[config.mk]
export PLATFORM = sky130hd
export DESIGN_NAME = instruction_predecode
export DESIGN_NICKNAME = d
export VERILOG_FILES = /design/src/common/fetch_pkg.sv /design/src/hw/instruction_predecode.sv
export SDC_FILE = /design/constraint.sdc
export NUM_CORES = 1
export LEC_CHECK = 0
export BUFFER_PORTS_ARGS = -buffer_cell sky130_fd_sc_hd__buf_2
export CAP_MARGIN = 20
export CORE_MARGIN = 2
export CORE_UTILIZATION = 31
export DETAILED_ROUTE_END_ITERATION = 12
export PLACE_DENSITY = 0.91
export SYNTH_ARGS = -nofsm -noshare
export SYNTH_HDL_FRONTEND = slang
export SYNTH_SLANG_ARGS = --single-unit
[constraint.sdc]
create_clock -name vclk -period 1.19
set_input_delay 0.0595 -clock vclk [all_inputs]
set_output_delay 0.0595 -clock vclk [all_outputs]
set_load 0.05 [all_outputs]
[src/common/fetch_pkg.sv]
// ----------------------------------------
// Types and constants for the fetch stage
// Strand fields are sized for up to four strands
// ----------------------------------------
`default_nettype none

package fetch_pkg;
	// Strand index width and the most strands a cache response can name
	localparam int STRAND_IDX_W = 2;
	localparam int MAX_STRANDS = 1 << STRAND_IDX_W;

	// Branch offset field sits in bits 24:5
	localparam int BRANCH_OFFSET_LSB = 5;
	localparam int BRANCH_OFFSET_W = 20;

	// Integer multiply in the format A and format B opcode fields
	localparam logic [5:0] OP_IMUL_A = 6'b000111;
	localparam logic [4:0] OP_IMUL_B = 5'b00111;

	// Top three instruction bits
	// Format B owns every code with bit 31 clear
	typedef enum logic [2:0] {
		FMT_B0 = 3'b000,
		FMT_B1 = 3'b001,
		FMT_B2 = 3'b010,
		FMT_B3 = 3'b011,
		FMT_C = 3'b100,
		FMT_D = 3'b101,
		FMT_A = 3'b110,
		FMT_E = 3'b111
	} fmt_e;

	// Branch type in bits 27:25, only meaningful when bits 31:28 are 1111
	typedef enum logic [2:0] {
		BR_ZERO = 3'b000,
		BR_NOT_ZERO = 3'b001,
		BR_ALL = 3'b010,
		BR_ALWAYS = 3'b011,
		BR_CALL = 3'b100,
		BR_NOT_ALL = 3'b101,
		BR_JUMP_REG = 3'b110,
		BR_CALL_REG = 3'b111
	} branch_op_e;

	// One queued instruction, pc holds the address after the instruction
	typedef struct packed {
		logic [31:0] pc;
		logic [31:0] instruction;
		logic branch_predicted;
		logic long_latency;
	} fetch_entry_t;

	typedef struct packed {
		logic request;
		logic [31:0] addr;
		logic [STRAND_IDX_W-1:0] strand;
	} icache_req_t;

	// Data is in memory byte order
	typedef struct packed {
		logic hit;
		logic [31:0] data;
		logic [MAX_STRANDS-1:0] load_complete_strands;
		logic load_collision;
	} icache_resp_t;

	typedef struct packed {
		logic valid;
		logic [31:0] pc;
	} rollback_t;
endpackage

`default_nettype wire

[src/hw/instruction_predecode.sv]
// ----------------------------------------
// Pure combinational predecode
// Static prediction, backward conditionals taken
// ----------------------------------------
`timescale 1ns/100ps
`default_nettype none

module instruction_predecode (
	input wire [31:0] data_i,
	output logic [31:0] instruction_o,
	output logic branch_predicted_o,
	output logic [31:0] branch_offset_o,
	output logic long_latency_o
);
	import fetch_pkg::*;

	localparam int OFFSET_MSB = BRANCH_OFFSET_LSB + BRANCH_OFFSET_W - 1;

	fmt_e fmt;
	branch_op_e branch_op;
	logic is_branch;
	logic offset_negative;

	// Memory holds words in the opposite byte order
	assign instruction_o = {data_i[7:0], data_i[15:8], data_i[23:16], data_i[31:24]};

	assign fmt = fmt_e'(instruction_o[31:29]);
	assign branch_op = branch_op_e'(instruction_o[27:25]);

	// Branch class is 1111 in the top nibble
	assign is_branch = (fmt == FMT_E) && instruction_o[28];

	// Offset field sign-extended to a full address
	assign branch_offset_o = {
		{(32 - BRANCH_OFFSET_W){instruction_o[OFFSET_MSB]}},
		instruction_o[BRANCH_OFFSET_LSB +: BRANCH_OFFSET_W]
	};
	assign offset_negative = branch_offset_o[31];

	// Prediction
	always_comb
	begin
		branch_predicted_o = 1'b0;
		if (is_branch)
		begin
			case (branch_op)
				// Unconditional, always followed
				BR_ALWAYS, BR_CALL:
					branch_predicted_o = 1'b1;
				// Conditional, loops usually jump backward
				BR_ZERO, BR_NOT_ZERO, BR_ALL, BR_NOT_ALL:
					branch_predicted_o = offset_negative;
				// Register targets are unknown here
				default:
					branch_predicted_o = 1'b0;
			endcase
		end
	end

	// Long latency pipeline use
	always_comb
	begin
		case (fmt)
			// Bit 28 marks floating point ops
			FMT_A:
				long_latency_o = instruction_o[28] || (instruction_o[28:23] == OP_IMUL_A);
			FMT_B0, FMT_B1, FMT_B2, FMT_B3:
				long_latency_o = instruction_o[30:26] == OP_IMUL_B;
			default:
				long_latency_o = 1'b0;
		endcase
	end
endmodule

`default_nettype wire

Yosys cells after proc, flatten, opt, wreduce, memory -nomap -nowiden

Index checks and enable logic that the tools add are counted.

Register bits: 0
Input bits: 32
Word-level logic and storage cells: 22

Eq/ne operators: 12
Multiplexer cells: 3
Reduce and logical (&&, ||, !) cells: 7

Operator list:

| cell                                                             | count |
|---|---|
| 3-bit by 2-bit == test with 1-bit output (second input constant) | 4 |
| 3-bit == test (second input constant)                            | 4 |
| 4-bit OR reduction                                               | 2 |
| 3-bit by 1-bit == test with 1-bit output (second input constant) | 2 |
| 6-bit by 3-bit == test with 1-bit output (second input constant) | 1 |
| 3-bit zero test                                                  | 2 |
| 5-bit by 3-bit == test with 1-bit output (second input constant) | 1 |
| 1-bit case mux with 2 select lines                               | 2 |
| 2-bit OR reduction                                               | 1 |
| 1-bit logical AND                                                | 1 |
| 1-bit logical OR                                                 | 1 |
| 1-bit 2-to-1 mux                                                 | 1 |

Depth between registers and ports, before layout

Word-level depth: 4
Depth in mapped cells: 3
Mapped depth without buffers: 3

Worst setup path before layout

OpenSTA, ideal clock, no wires.

Path kind: input to output
From: input data_i[7]
To: output long_latency_o
Arrival: 1.577 ns
Path slack: -0.447 ns
Stages: 3
Cell sequence: and4bb_2 a21oi_1 o32ai_1

Word-level cells in the longest chain between the ends: 3

Ends and longest elaborated chain:

| what                                                             | line                        | text |
|---|---|---|
| start, declared                                                  | instruction_predecode.sv:9  | `input wire [31:0] data_i,` |
| 3-bit by 1-bit == test with 1-bit output (tied with other cells) | instruction_predecode.sv:63 | `case (fmt)` |
| 4-bit OR reduction                                               | instruction_predecode.sv:63 |  |
| 1-bit case mux with 2 select lines *                             | instruction_predecode.sv:63 |  |
| end, declared                                                    | instruction_predecode.sv:13 | `output logic long_latency_o` |

Mark *: on every way between the ends. The rest lies on a longest branch, timed or not.

Final worst setup path

Ends and elaborated chain as after synthesis.

==> run_results.csv <==
group,metric,value,unit
outcome,outcome,"finished clean",
floorplanning,start_util,32.5,%
final_layout,final-seq-area,0,sq um
placement,place.gp.congestion,0.507,
floorplanning,die_area,2150,sq um
critical_path,startpoint_type,"primary input",
timing,fin_crit,1.06,ns
synthesis,syn_area,556,sq um
pwr,vdd_drop_max,116,uV
timing,setup_viol,0,
critical_path,cp.required,1.13,ns
placement,dpl.cell_count,70,
timing,rsz0062_at_grt,"no",
final_layout,num_antenna_cells,0,
synthesis,synth.area.top_cells,"buf_4 (86%), a211oi_1 (2.7%), and4bb_2 (2.3%), nand4b_1 (1.6%), o32ai_1 (1.6%)",
final_layout,drive_gt1_share,82.2,%
route,wl_per_cell,12.2,um
timing,tightestPinTransition,0.262,ns
placement,portBuffers,34,
synthesis,synth.most_common_cell,"buf_4",
global_routing,grt_overflow,0,
pwr,p_int,46.8,uW
clock_tree,cts_resized,0,
placement,hpwlAfterDp,796,um
placement,place_area,289,sq um
route,remaining_drc_errors,0,
pwr,pwr-share-clk,0,%
synthesis,synth.avg_cell_area,7.41,sq um
floorplanning,die_w,46.3,um
pwr,swShare,80.4,%
synthesis,synth_warnings,0,
pwr,p_comb_share,100.0,%
route,drt_iter0_markers,0,
timing,maxSlewViolCount,0,
final_layout,finish.instance_area,289,sq um
route,routed_via_density,3.96,
pwr,power.switching,191,uW
critical_path,setup.worst_path.class,"in2out",
timing,timing.final.crit_share,88.9,%
global_routing,grt_pass1_wl,993,um
global_routing,grt_pass1_vias,193,
timing,hold_violations,0,
synthesis,ys_top_cells_by_count,"buf_4 (64), a211oi_1 (2)",
critical_path,worstPathMaxFanout,5,
min_path,worstHoldPathType,"in2out",
timing,max_slew_margin,82.4,%
route,routed_wl,856,um
pwr,finalPower,238,uW
global_routing,antenna_found_initial,0,
critical_path,crit_arrival,1.00,ns
global_routing,grtUsageTotal,6.27,%
synthesis,synth_fp_nets,107,
pwr,pwr_density_cell,824,nW/um^2
floorplanning,die_y,46.3,um
pwr,sequentialPowerShare,0,%
final_layout,fillers,204,
timing,final.setup.tns,0,ns
synthesis,syn_inst,75,
final_layout,post-route-util,16.9,%
floorplanning,core_area,1710,sq um
timing,max_freq,946,MHz
final_layout,clockBufferCount,0,
final_layout,area_growth,-48.0,%
global_routing,grt_max_degree,17,
final_layout,layout.cells.non_filler,70,
clock_tree,hold_buffers,0,
min_path,whs_path_depth,0,
route,vias,277,
synthesis,ys_seq_area_share,0,%
clock_tree,postCtsSetupRepairBufs,0,
floorplanning,placementRows,15,
final_layout,n_sequential_cell,0,
route,first_pass_iters,1,
floorplanning,io_pins,98,
critical_path,end_kind,"output pin",
synthesis,ys_types,11,
final_layout,nets,79,
synthesis,synth_top_area_share,86.5,%
route,drtAntennaViolNets,0,
run,maxCapViolations,0,
pwr,leakagePower,0.159,nW
synthesis,synth_area_leader_cell,"buf_4",
==> power groups by stage <==
stage | Sequential [mW] | Combinational (mW) | Clock [mW]
finish | 0 | 0.238 | 0
global placement | 0 | 0.238 | 0
floorplan | 0 | 0.599 | 0
detailed placement | 0 | 0.240 | 0
global route | 0 | 0.251 | 0
CTS | 0 | 0.240 | 0
==> worst max-delay path, cell delays in order <==
cell and delay, ns:
buf_2 0.12, and4bb_2 0.28, a21oi_1 0.05, o32ai_2 0.19
buf_2 0.30
==> worst paths after layout <==
check / slack (ns) / start / to
worst max-delay path: 0.13 / data_i[7] / long_latency_o
worst min-delay path: 0.12 / data_i[24] / instruction_o[0]
==> cells by family (layout without fill, tap and decap cells) <==
kind of cell    after synthesis  in the layout  synth area share [%]
compound gates                4              4                  5.18
buf+inv                      65             35                  87.2
simple gates                  6              6                  7.66
==> per-stage QoR <==
stage | hold WS [ns] | worst slack [ns]
3_5_place_dp | 0.119 | 0.124
6_report | 0.119 | 0.132
3_3_place_gp | 0.119 | 0.132
2_1_floorplan | 0.286 | 0.0517
5_1_grt | 0.119 | 0.0747
4_1_cts | 0.119 | 0.120
==> metal layers <==
metal / global-route usage [%] / part of all wire [%] / wire (um)
met1: 3.68 / 21 / 183
met2: 12.2 / 47 / 403
met3: 5.49 / 29 / 250
met4: 2.86 / 2.2 / 19
met5: 0 / 0 / 0
==> cells in the final DEF, fill, tap and decap left out, drive strengths merged <==
cell type,synthesis,layout
inv,1,1
and4bb,1,1
nor2,1,1
a21oi,1,1
nand4,1,1
a211oi,2,2
o32ai,1,1
nand4b,1,1
nor2b,1,1
nand3,1,1
buf,64,34
==> area by class of cell <==
type | count | area, sq um | share of cell area [%]
Multi-Input combinational cell | 10 | 83.8 | 29.0
Tap cell | 25 | 31.3 | 10.8
Timing Repair Buffer | 34 | 170 | 58.9
Inverter | 1 | 3.75 | 1.30
No activity file was read; power rests on OpenSTA's default activity.
