**config.mk**
```make
export PLATFORM = sky130hd
export DESIGN_NAME = sync_fifo
export DESIGN_NICKNAME = d
export VERILOG_FILES = /design/src/common/fetch_pkg.sv /design/src/hw/sync_fifo.sv
export SDC_FILE = /design/constraint.sdc
export NUM_CORES = 1
export LEC_CHECK = 0
export ABC_AREA = 1
export BUFFER_PORTS_ARGS = -buffer_cell sky130_fd_sc_hd__buf_2
export CELL_PAD_IN_SITES_DETAIL_PLACEMENT = 1
export CELL_PAD_IN_SITES_GLOBAL_PLACEMENT = 1
export CORE_MARGIN = 5
export CORE_UTILIZATION = 44
export DETAILED_ROUTE_END_ITERATION = 16
export PLACE_DENSITY_LB_ADDON = 0.1
export SLEW_MARGIN = 20
export SYNTH_ARGS = -nofsm -noshare
export SYNTH_HDL_FRONTEND = slang
export SYNTH_SLANG_ARGS = --single-unit
```
**constraint.sdc**
```tcl
create_clock -name clk -period 5.5 [get_ports clk]
set_input_delay 0.275 -clock clk [delete_from_list [all_inputs] [get_ports clk]]
set_output_delay 0.275 -clock clk [all_outputs]
set_load 0.01 [all_outputs]
```
**src/common/fetch_pkg.sv**
```systemverilog
// ----------------------------------------
// Types and constants for the fetch stage
// Strand fields are sized for up to four strands
// ----------------------------------------
`default_nettype none

package fetch_pkg;
	// Strand index width and the most strands a cache response can name
	localparam int STRAND_IDX_W = 2;
	localparam int MAX_STRANDS = 1 << STRAND_IDX_W;

	// Branch offset field sits in bits 24:5
	localparam int BRANCH_OFFSET_LSB = 5;
	localparam int BRANCH_OFFSET_W = 20;

	// Integer multiply in the format A and format B opcode fields
	localparam logic [5:0] OP_IMUL_A = 6'b000111;
	localparam logic [4:0] OP_IMUL_B = 5'b00111;

	// Top three instruction bits
	// Format B owns every code with bit 31 clear
	typedef enum logic [2:0] {
		FMT_B0 = 3'b000,
		FMT_B1 = 3'b001,
		FMT_B2 = 3'b010,
		FMT_B3 = 3'b011,
		FMT_C = 3'b100,
		FMT_D = 3'b101,
		FMT_A = 3'b110,
		FMT_E = 3'b111
	} fmt_e;

	// Branch type in bits 27:25, only meaningful when bits 31:28 are 1111
	typedef enum logic [2:0] {
		BR_ZERO = 3'b000,
		BR_NOT_ZERO = 3'b001,
		BR_ALL = 3'b010,
		BR_ALWAYS = 3'b011,
		BR_CALL = 3'b100,
		BR_NOT_ALL = 3'b101,
		BR_JUMP_REG = 3'b110,
		BR_CALL_REG = 3'b111
	} branch_op_e;

	// One queued instruction, pc holds the address after the instruction
	typedef struct packed {
		logic [31:0] pc;
		logic [31:0] instruction;
		logic branch_predicted;
		logic long_latency;
	} fetch_entry_t;

	typedef struct packed {
		logic request;
		logic [31:0] addr;
		logic [STRAND_IDX_W-1:0] strand;
	} icache_req_t;

	// Data is in memory byte order
	typedef struct packed {
		logic hit;
		logic [31:0] data;
		logic [MAX_STRANDS-1:0] load_complete_strands;
		logic load_collision;
	} icache_resp_t;

	typedef struct packed {
		logic valid;
		logic [31:0] pc;
	} rollback_t;
endpackage

`default_nettype wire

```
**src/hw/sync_fifo.sv**
```systemverilog
// ----------------------------------------
// Fetch entry FIFO, registered output
// Flush beats a same-cycle enqueue
// ----------------------------------------
`timescale 1ns/100ps
`default_nettype none

module sync_fifo #(
	parameter int DEPTH = 2
) (
	input wire clk,
	input wire reset,
	input wire flush_i,
	input wire enqueue_i,
	input wire fetch_pkg::fetch_entry_t value_i,
	input wire dequeue_i,
	output fetch_pkg::fetch_entry_t value_o,
	output logic empty_o,
	output logic full_o,
	output logic almost_full_o
);
	import fetch_pkg::*;

	localparam int PTR_W = (DEPTH > 1) ? $clog2(DEPTH) : 1;
	localparam int CNT_W = $clog2(DEPTH + 1);

	fetch_entry_t storage [DEPTH];
	logic [PTR_W-1:0] rd_ptr_ff;
	logic [PTR_W-1:0] wr_ptr_ff;
	logic [CNT_W-1:0] count_ff;
	logic do_enqueue;
	logic do_dequeue;

	assign empty_o = count_ff == '0;
	assign full_o = count_ff == CNT_W'(DEPTH);
	// One slot left
	assign almost_full_o = count_ff == CNT_W'(DEPTH - 1);

	// Pop only when there is data, push when room exists after any pop
	assign do_dequeue = dequeue_i && !empty_o;
	assign do_enqueue = enqueue_i && (!full_o || do_dequeue);

	assign value_o = storage[rd_ptr_ff];

	// Payload storage, written at the tail
	always_ff @(posedge clk)
	begin
		if (do_enqueue && !flush_i)
			storage[wr_ptr_ff] <= value_i;
	end

	// Pointers and count
	always_ff @(posedge clk, posedge reset)
	begin
		if (reset)
		begin
			rd_ptr_ff <= '0;
			wr_ptr_ff <= '0;
			count_ff <= '0;
		end
		else if (flush_i)
		begin
			// Drop everything queued for this strand
			rd_ptr_ff <= '0;
			wr_ptr_ff <= '0;
			count_ff <= '0;
		end
		else
		begin
			if (do_enqueue)
				wr_ptr_ff <= (wr_ptr_ff == PTR_W'(DEPTH - 1)) ? '0 : wr_ptr_ff + 1'b1;

			if (do_dequeue)
				rd_ptr_ff <= (rd_ptr_ff == PTR_W'(DEPTH - 1)) ? '0 : rd_ptr_ff + 1'b1;

			// Count holds when push and pop coincide
			if (do_enqueue && !do_dequeue)
				count_ff <= count_ff + 1'b1;
			else if (do_dequeue && !do_enqueue)
				count_ff <= count_ff - 1'b1;
		end
	end
endmodule

`default_nettype wire

```
# --- Yosys cells after proc, flatten, opt, wreduce, memory -nomap -nowiden ---
# Memories as Yosys holds them, arrays and structs flattened.
# Cells that the tools add are included.
op_classes:
  n_addsub: 4
  n_eq_ne: 2
  mux: 11
  reduce_logical: 15
op_table:
  columns: ["operator", "n"]
  rows:
  - ["two-way mux 1 bit", 8]
  - ["two-way mux 2 bit", 3]
  - ["logical AND 1 bit", 5]
  - ["logical NOT 1 bit", 5]
  - ["nonzero test 2 bit", 2]
  - ["nonzero test 3 bit", 1]
  - ["adder 1 bit, second input constant", 2]
  - ["adder 2 x 1 -> 2 bit, second input constant", 1]
  - ["== test 2 x 1 -> 1 bit, second input constant", 1]
  - ["== test 2 bit, second input constant", 1]
  - ["logical NOT 2 bit", 1]
  - ["subtractor 2 x 1 -> 2 bit, second input constant", 1]
  - ["logical OR 1 bit", 1]
word_totals:
  mem_bits_rw: 132
  regBits: 4
  memories: 1
mem_list:
  columns: ["memory", "depth", "word_bits", "read_ports", "rd_ports_with_merged_regs", "wr", "line_no", "text"]
  rows:
  - ["storage", 2, 66, 1, 0, 1, "sync_fifo.sv:27", "fetch_entry_t storage [DEPTH];"]

# --- Depth between registers and ports, before layout ---
logic_depth:
  word_depth: 10
  ltp_mapped: 9
  ltp_nobuf: 9

# --- Least setup slack after synthesis ---
# No wires, ideal clock.
synth_timing:
  path_kind: "register -> register"
  start: "reg count_ff[0]"
  end: "mem storage[0][0] (netlist name), enable pin"
  path_slack_ns: 1.282
  stages_incl_launch_ff: 8
  arrival_time_ns: 3.728
  n_path_buf: 0
  required_time_ns: 5.010
  path_cell_list: "dfrtp_1 > inv_1 > ha_1 > inv_1 > nand2_1 > nand2_1 > nand3_1 > nor2_1"
synth_between:
  elab_chain_len: 8
synth_lines:
  columns: ["item", "line_no", "text"]
  rows:
  - ["from (decl)", "sync_fifo.sv:30", "logic [CNT_W-1:0] count_ff;"]
  - ["from (signal assigned)", "sync_fifo.sv:78", "count_ff <= count_ff + 1'b1;"]
  - ["from (signal assigned)", "sync_fifo.sv:80", "count_ff <= count_ff - 1'b1;"]
  - ["logical NOT 2 bit", "sync_fifo.sv:34", "assign empty_o = count_ff == '0;"]
  - ["via empty_o", "sync_fifo.sv:18", "output logic empty_o,"]
  - ["logical NOT 1 bit", "sync_fifo.sv:40", "assign do_dequeue = dequeue_i && !empty_o;"]
  - ["logical AND 1 bit", "sync_fifo.sv:40", null]
  - ["logical OR 1 bit", "sync_fifo.sv:41", "assign do_enqueue = enqueue_i && (!full_o || do_dequeue);"]
  - ["logical AND 1 bit", "sync_fifo.sv:41", null]
  - ["logical AND 1 bit", "sync_fifo.sv:48", "if (do_enqueue && !flush_i)"]
  - ["two-way mux 1 bit", "sync_fifo.sv:48", null]
  - ["two-way mux 1 bit (not written as such)", "sync_fifo.sv:49", "storage[wr_ptr_ff] <= value_i;"]
  - ["to (decl)", "sync_fifo.sv:27", null]
# The timed path passes the listed nets, and every way through them passes these cells.

# --- Worst setup path in the final report ---
layout_timing:
  start: "reg count_ff[0]"
  end: "mem storage[0][5] (netlist name), enable pin"
layout_between:
  elab_chain_len: 8
layout_lines:
  columns: ["item", "line_no"]
  rows:
  - ["logical NOT 2 bit", "sync_fifo.sv:34"]
  - ["logical NOT 1 bit", "sync_fifo.sv:40"]
  - ["logical AND 1 bit", "sync_fifo.sv:40"]
  - ["logical OR 1 bit (*)", "sync_fifo.sv:41"]
  - ["logical AND 1 bit (*)", "sync_fifo.sv:41"]
  - ["logical AND 1 bit (*)", "sync_fifo.sv:48"]
  - ["two-way mux 1 bit (*)", "sync_fifo.sv:48"]
  - ["two-way mux 1 bit (not written as such) (*)", "sync_fifo.sv:49"]
# Mark *: on every way between the ends. The rest lies on a longest branch, timed or not.

==> key figures <==
Timing
  • Min Tclk post-route: 2780 ps
  • Clk_skew: around 5.4 ps
  • Setup TNS: 0 ps
  • Slew Limit Fails: 0
  • Period Utilization, post-route: between 50% and 60%
  • Worst-margin pin slew: 1020 ps
  • Fmax achieved: ~0.36 GHz
  • Final hold vios: 0
  • Final hold slack: 61.3 ps
  • RSZ-0062 raised after global routing: no
  • Max_slew headroom: 32.0%
  • Final worst setup slack: between 2000 and 3000 ps
  • Final Setup Violations: 0

CTS
  • Longest Clk Path Bufs: 2
  • Clock H-tree levels: 4
  • CTS tree: built
  • Setup bufs post-CTS: 0
  • Worst-Skew Late Latency: 400 ps
  • Clk pin slew, worst setup/hold paths: 50 ps
  • Root Buffer: clkbuf_16
  • Clock Sinks: 136
  • CTS Buf Count: 17

Min path
  • Tightest Hold Check Type: in2reg
  • Min-Delay Path Depth: 1

Synthesis
  • Yosys top cell area share: 77.5%
  • Yosys reg bits: 136
  • Syn Std Cell Area: 0.00512 sq mm
  • Dominant cells by area after synthesis: edfxtp_1, mux2_2, mux2_4, dfrtp_1, buf_6
  • Post-synthesis sequential area ratio: between 70 and 80%
  • Post-synth cell types: 14
  • Yosys top cell by area: edfxtp_1
  • Synth warnings: 0
  • Mapped Cells: 246
  • Synthesized area per cell: 20.8 sq um
  • Synthesized net count: 320

Die
  • Die Y: roughly 120 microns
  • Row cnt: 39
  • Core ar.: 0.0114 sq mm
  • Die area: 0.0139 sq mm
  • Num ports: 140
  • DIE WIDTH: approximately 120 microns
  • Initial Utilization: 44.8%

Global route
  • M2 GR Usage: 23.9%
  • Vias in the first global route: 2979
  • Initial antenna violation count: 1
  • Global-route wire length before repair: 15900 microns
  • Largest net degree at the start of global routing: 69
  • Overflow after GRT: 0
  • Most used routing layer: met2
  • Met3 GRT Util: 7.74%
  • Total global routing track utilization: 14.9%
  • Met1 Usage GRT: between 15 and 20%

Finish
  • Layout Cells excl Fill: 554
  • NumNets Final: roughly 470
  • Layout cells sized above 1: 57.2%
  • Commonest non-fill, non-tap cells in the layout: buf_2, edfxtp_1, mux2_2
  • Antenna Cells: 0
  • Most common cell after layout, fill and taps aside: buf_2
  • Area Growth Syn to Fin: 27.8%
  • Layout filler cell count: 1076

Routing
  • Vias per std cell: 4.79
  • Avg WL per Cell: 18.2 microns
  • DRC Markers: 0
  • Detailed-route via count: 2652
  • Initial DRC count: around 110
  • Post-DRT Antenna Nets: 0
  • TritonRoute pass-1 iters: 4
  • Drt total wl: 10100 microns

Critical path
  • Crit path launch type: flip-flop
  • Arrival @ worst endpoint: 2820 ps
  • CP max FO: 40
  • FF-to-FF path depth: 8
  • Crit path required time: 5540 ps
  • WS Path Type: reg2reg
  • Crit. End Element: flip-flop

Place
  • IO buf count: 139
  • Placer congestion estimate: 0.758
  • Placed Cells: 522
  • DP Worst Slack: 2680 ps
  • Placed wire-length estimate: 6600 microns

Power
  • P per Cell Area: 457 mW/mm^2
  • Static leakage: 2.52 nW
  • Total power: 2.99 mW
  • Peak VDD IR: 0.258 mV

Run status
  • Status: finished, final reports clean

Flow run
  • Max Cap Violations: 0
[through the flow]
stage / util [%] / cell area [sq um]
floorplan: - / 5120
global placement: 52.2 / 5960
detailed placement: 52.2 / 5960
CTS: 57.3 / 6540
global route: 57.3 / 6540
finish: 57.3 / 6540
[synth_stat cells]
library cell,instances
a21oi_1,2
inv_1,10
dfrtp_1,4
nand4_1,3
ha_1,3
buf_2,4
nor2_1,3
buf_6,4
mux2_2,48
mux2_4,18
nand3_1,3
edfxtp_1,132
o21ai_0,2
nand2_1,10
[flip-flops by register name (all words and copies together), names as in the netlist]
name and cells:
count_ff 2, rd_ptr_ff 1, storage 132, wr_ptr_ff 1
[cells by family after synthesis]
logic type | Yosys count | share of synthesized area, %
DFF | 136 | 79.4
and+or+nand+nor | 19 | 1.61
buffers and inverters | 18 | 2.00
adders and majority gates | 3 | 0.734
muxes | 66 | 15.8
AOI/OAI and AO/OA | 4 | 0.391
[layout make-up]
| cell class | count | area (sq um) | area share (%) |
|---|---|---|---|
| Sequential cell | 136 | 4070 | 62.2 |
| Multi-Input combinational cell | 92 | 966 | 14.8 |
| Timing Repair Buffer | 142 | 721 | 11.0 |
| Clock buffer | 21 | 440 | 6.73 |
| Tap cell | 143 | 179 | 2.74 |
| Clock inverter | 10 | 129 | 1.97 |
| Inverter | 10 | 37.5 | 0.574 |
[where the power goes]
group	internal [mW]	total (mW)	leakage, nW	switching (mW)
clock network	0.705	1.09	0.276	0.381
registers	1.25	1.34	1.26	0.0921
logic	0.288	0.559	0.978	0.271
total	2.24	2.99	2.52	0.744
[critical path, stage by stage, from the launching register on]
cell and delay, ps:
dfrtp_1 370, inv_1 90, ha_1 230, inv_1 60, nand2_1 80, nand2_1 80, nand3_1 200, nor2_4 680
buf_4 590
[per-layer routing]
| layer | routed length (microns) | share of wire, % |
|---|---|---|
| met5 | 20 | 0.20 |
| met4 | 72 | 0.71 |
| met3 | 866 | 8.6 |
| met2 | 5010 | 50 |
| met1 | 4100 | 41 |
[path summary, 6_finish.rpt]
check	start	to	slack, ps
setup / recovery	count_ff[0]	storage[0][5]	2720
hold / removal	value_i[50]	storage[1][50]	60
setup reg to reg	count_ff[0]	storage[0][5]	2720
hold reg to reg	wr_ptr_ff	wr_ptr_ff	580
max in group asynchronous	reset	rd_ptr_ff	4990
min in group asynchronous	reset	wr_ptr_ff	320
[repair_timing]
action,CTS,global route
hold buffers,1,0
gates resized for setup,0,0
endpoints found under the hold margin,4,0
Note: power is estimated with default switching activity, not from simulation.
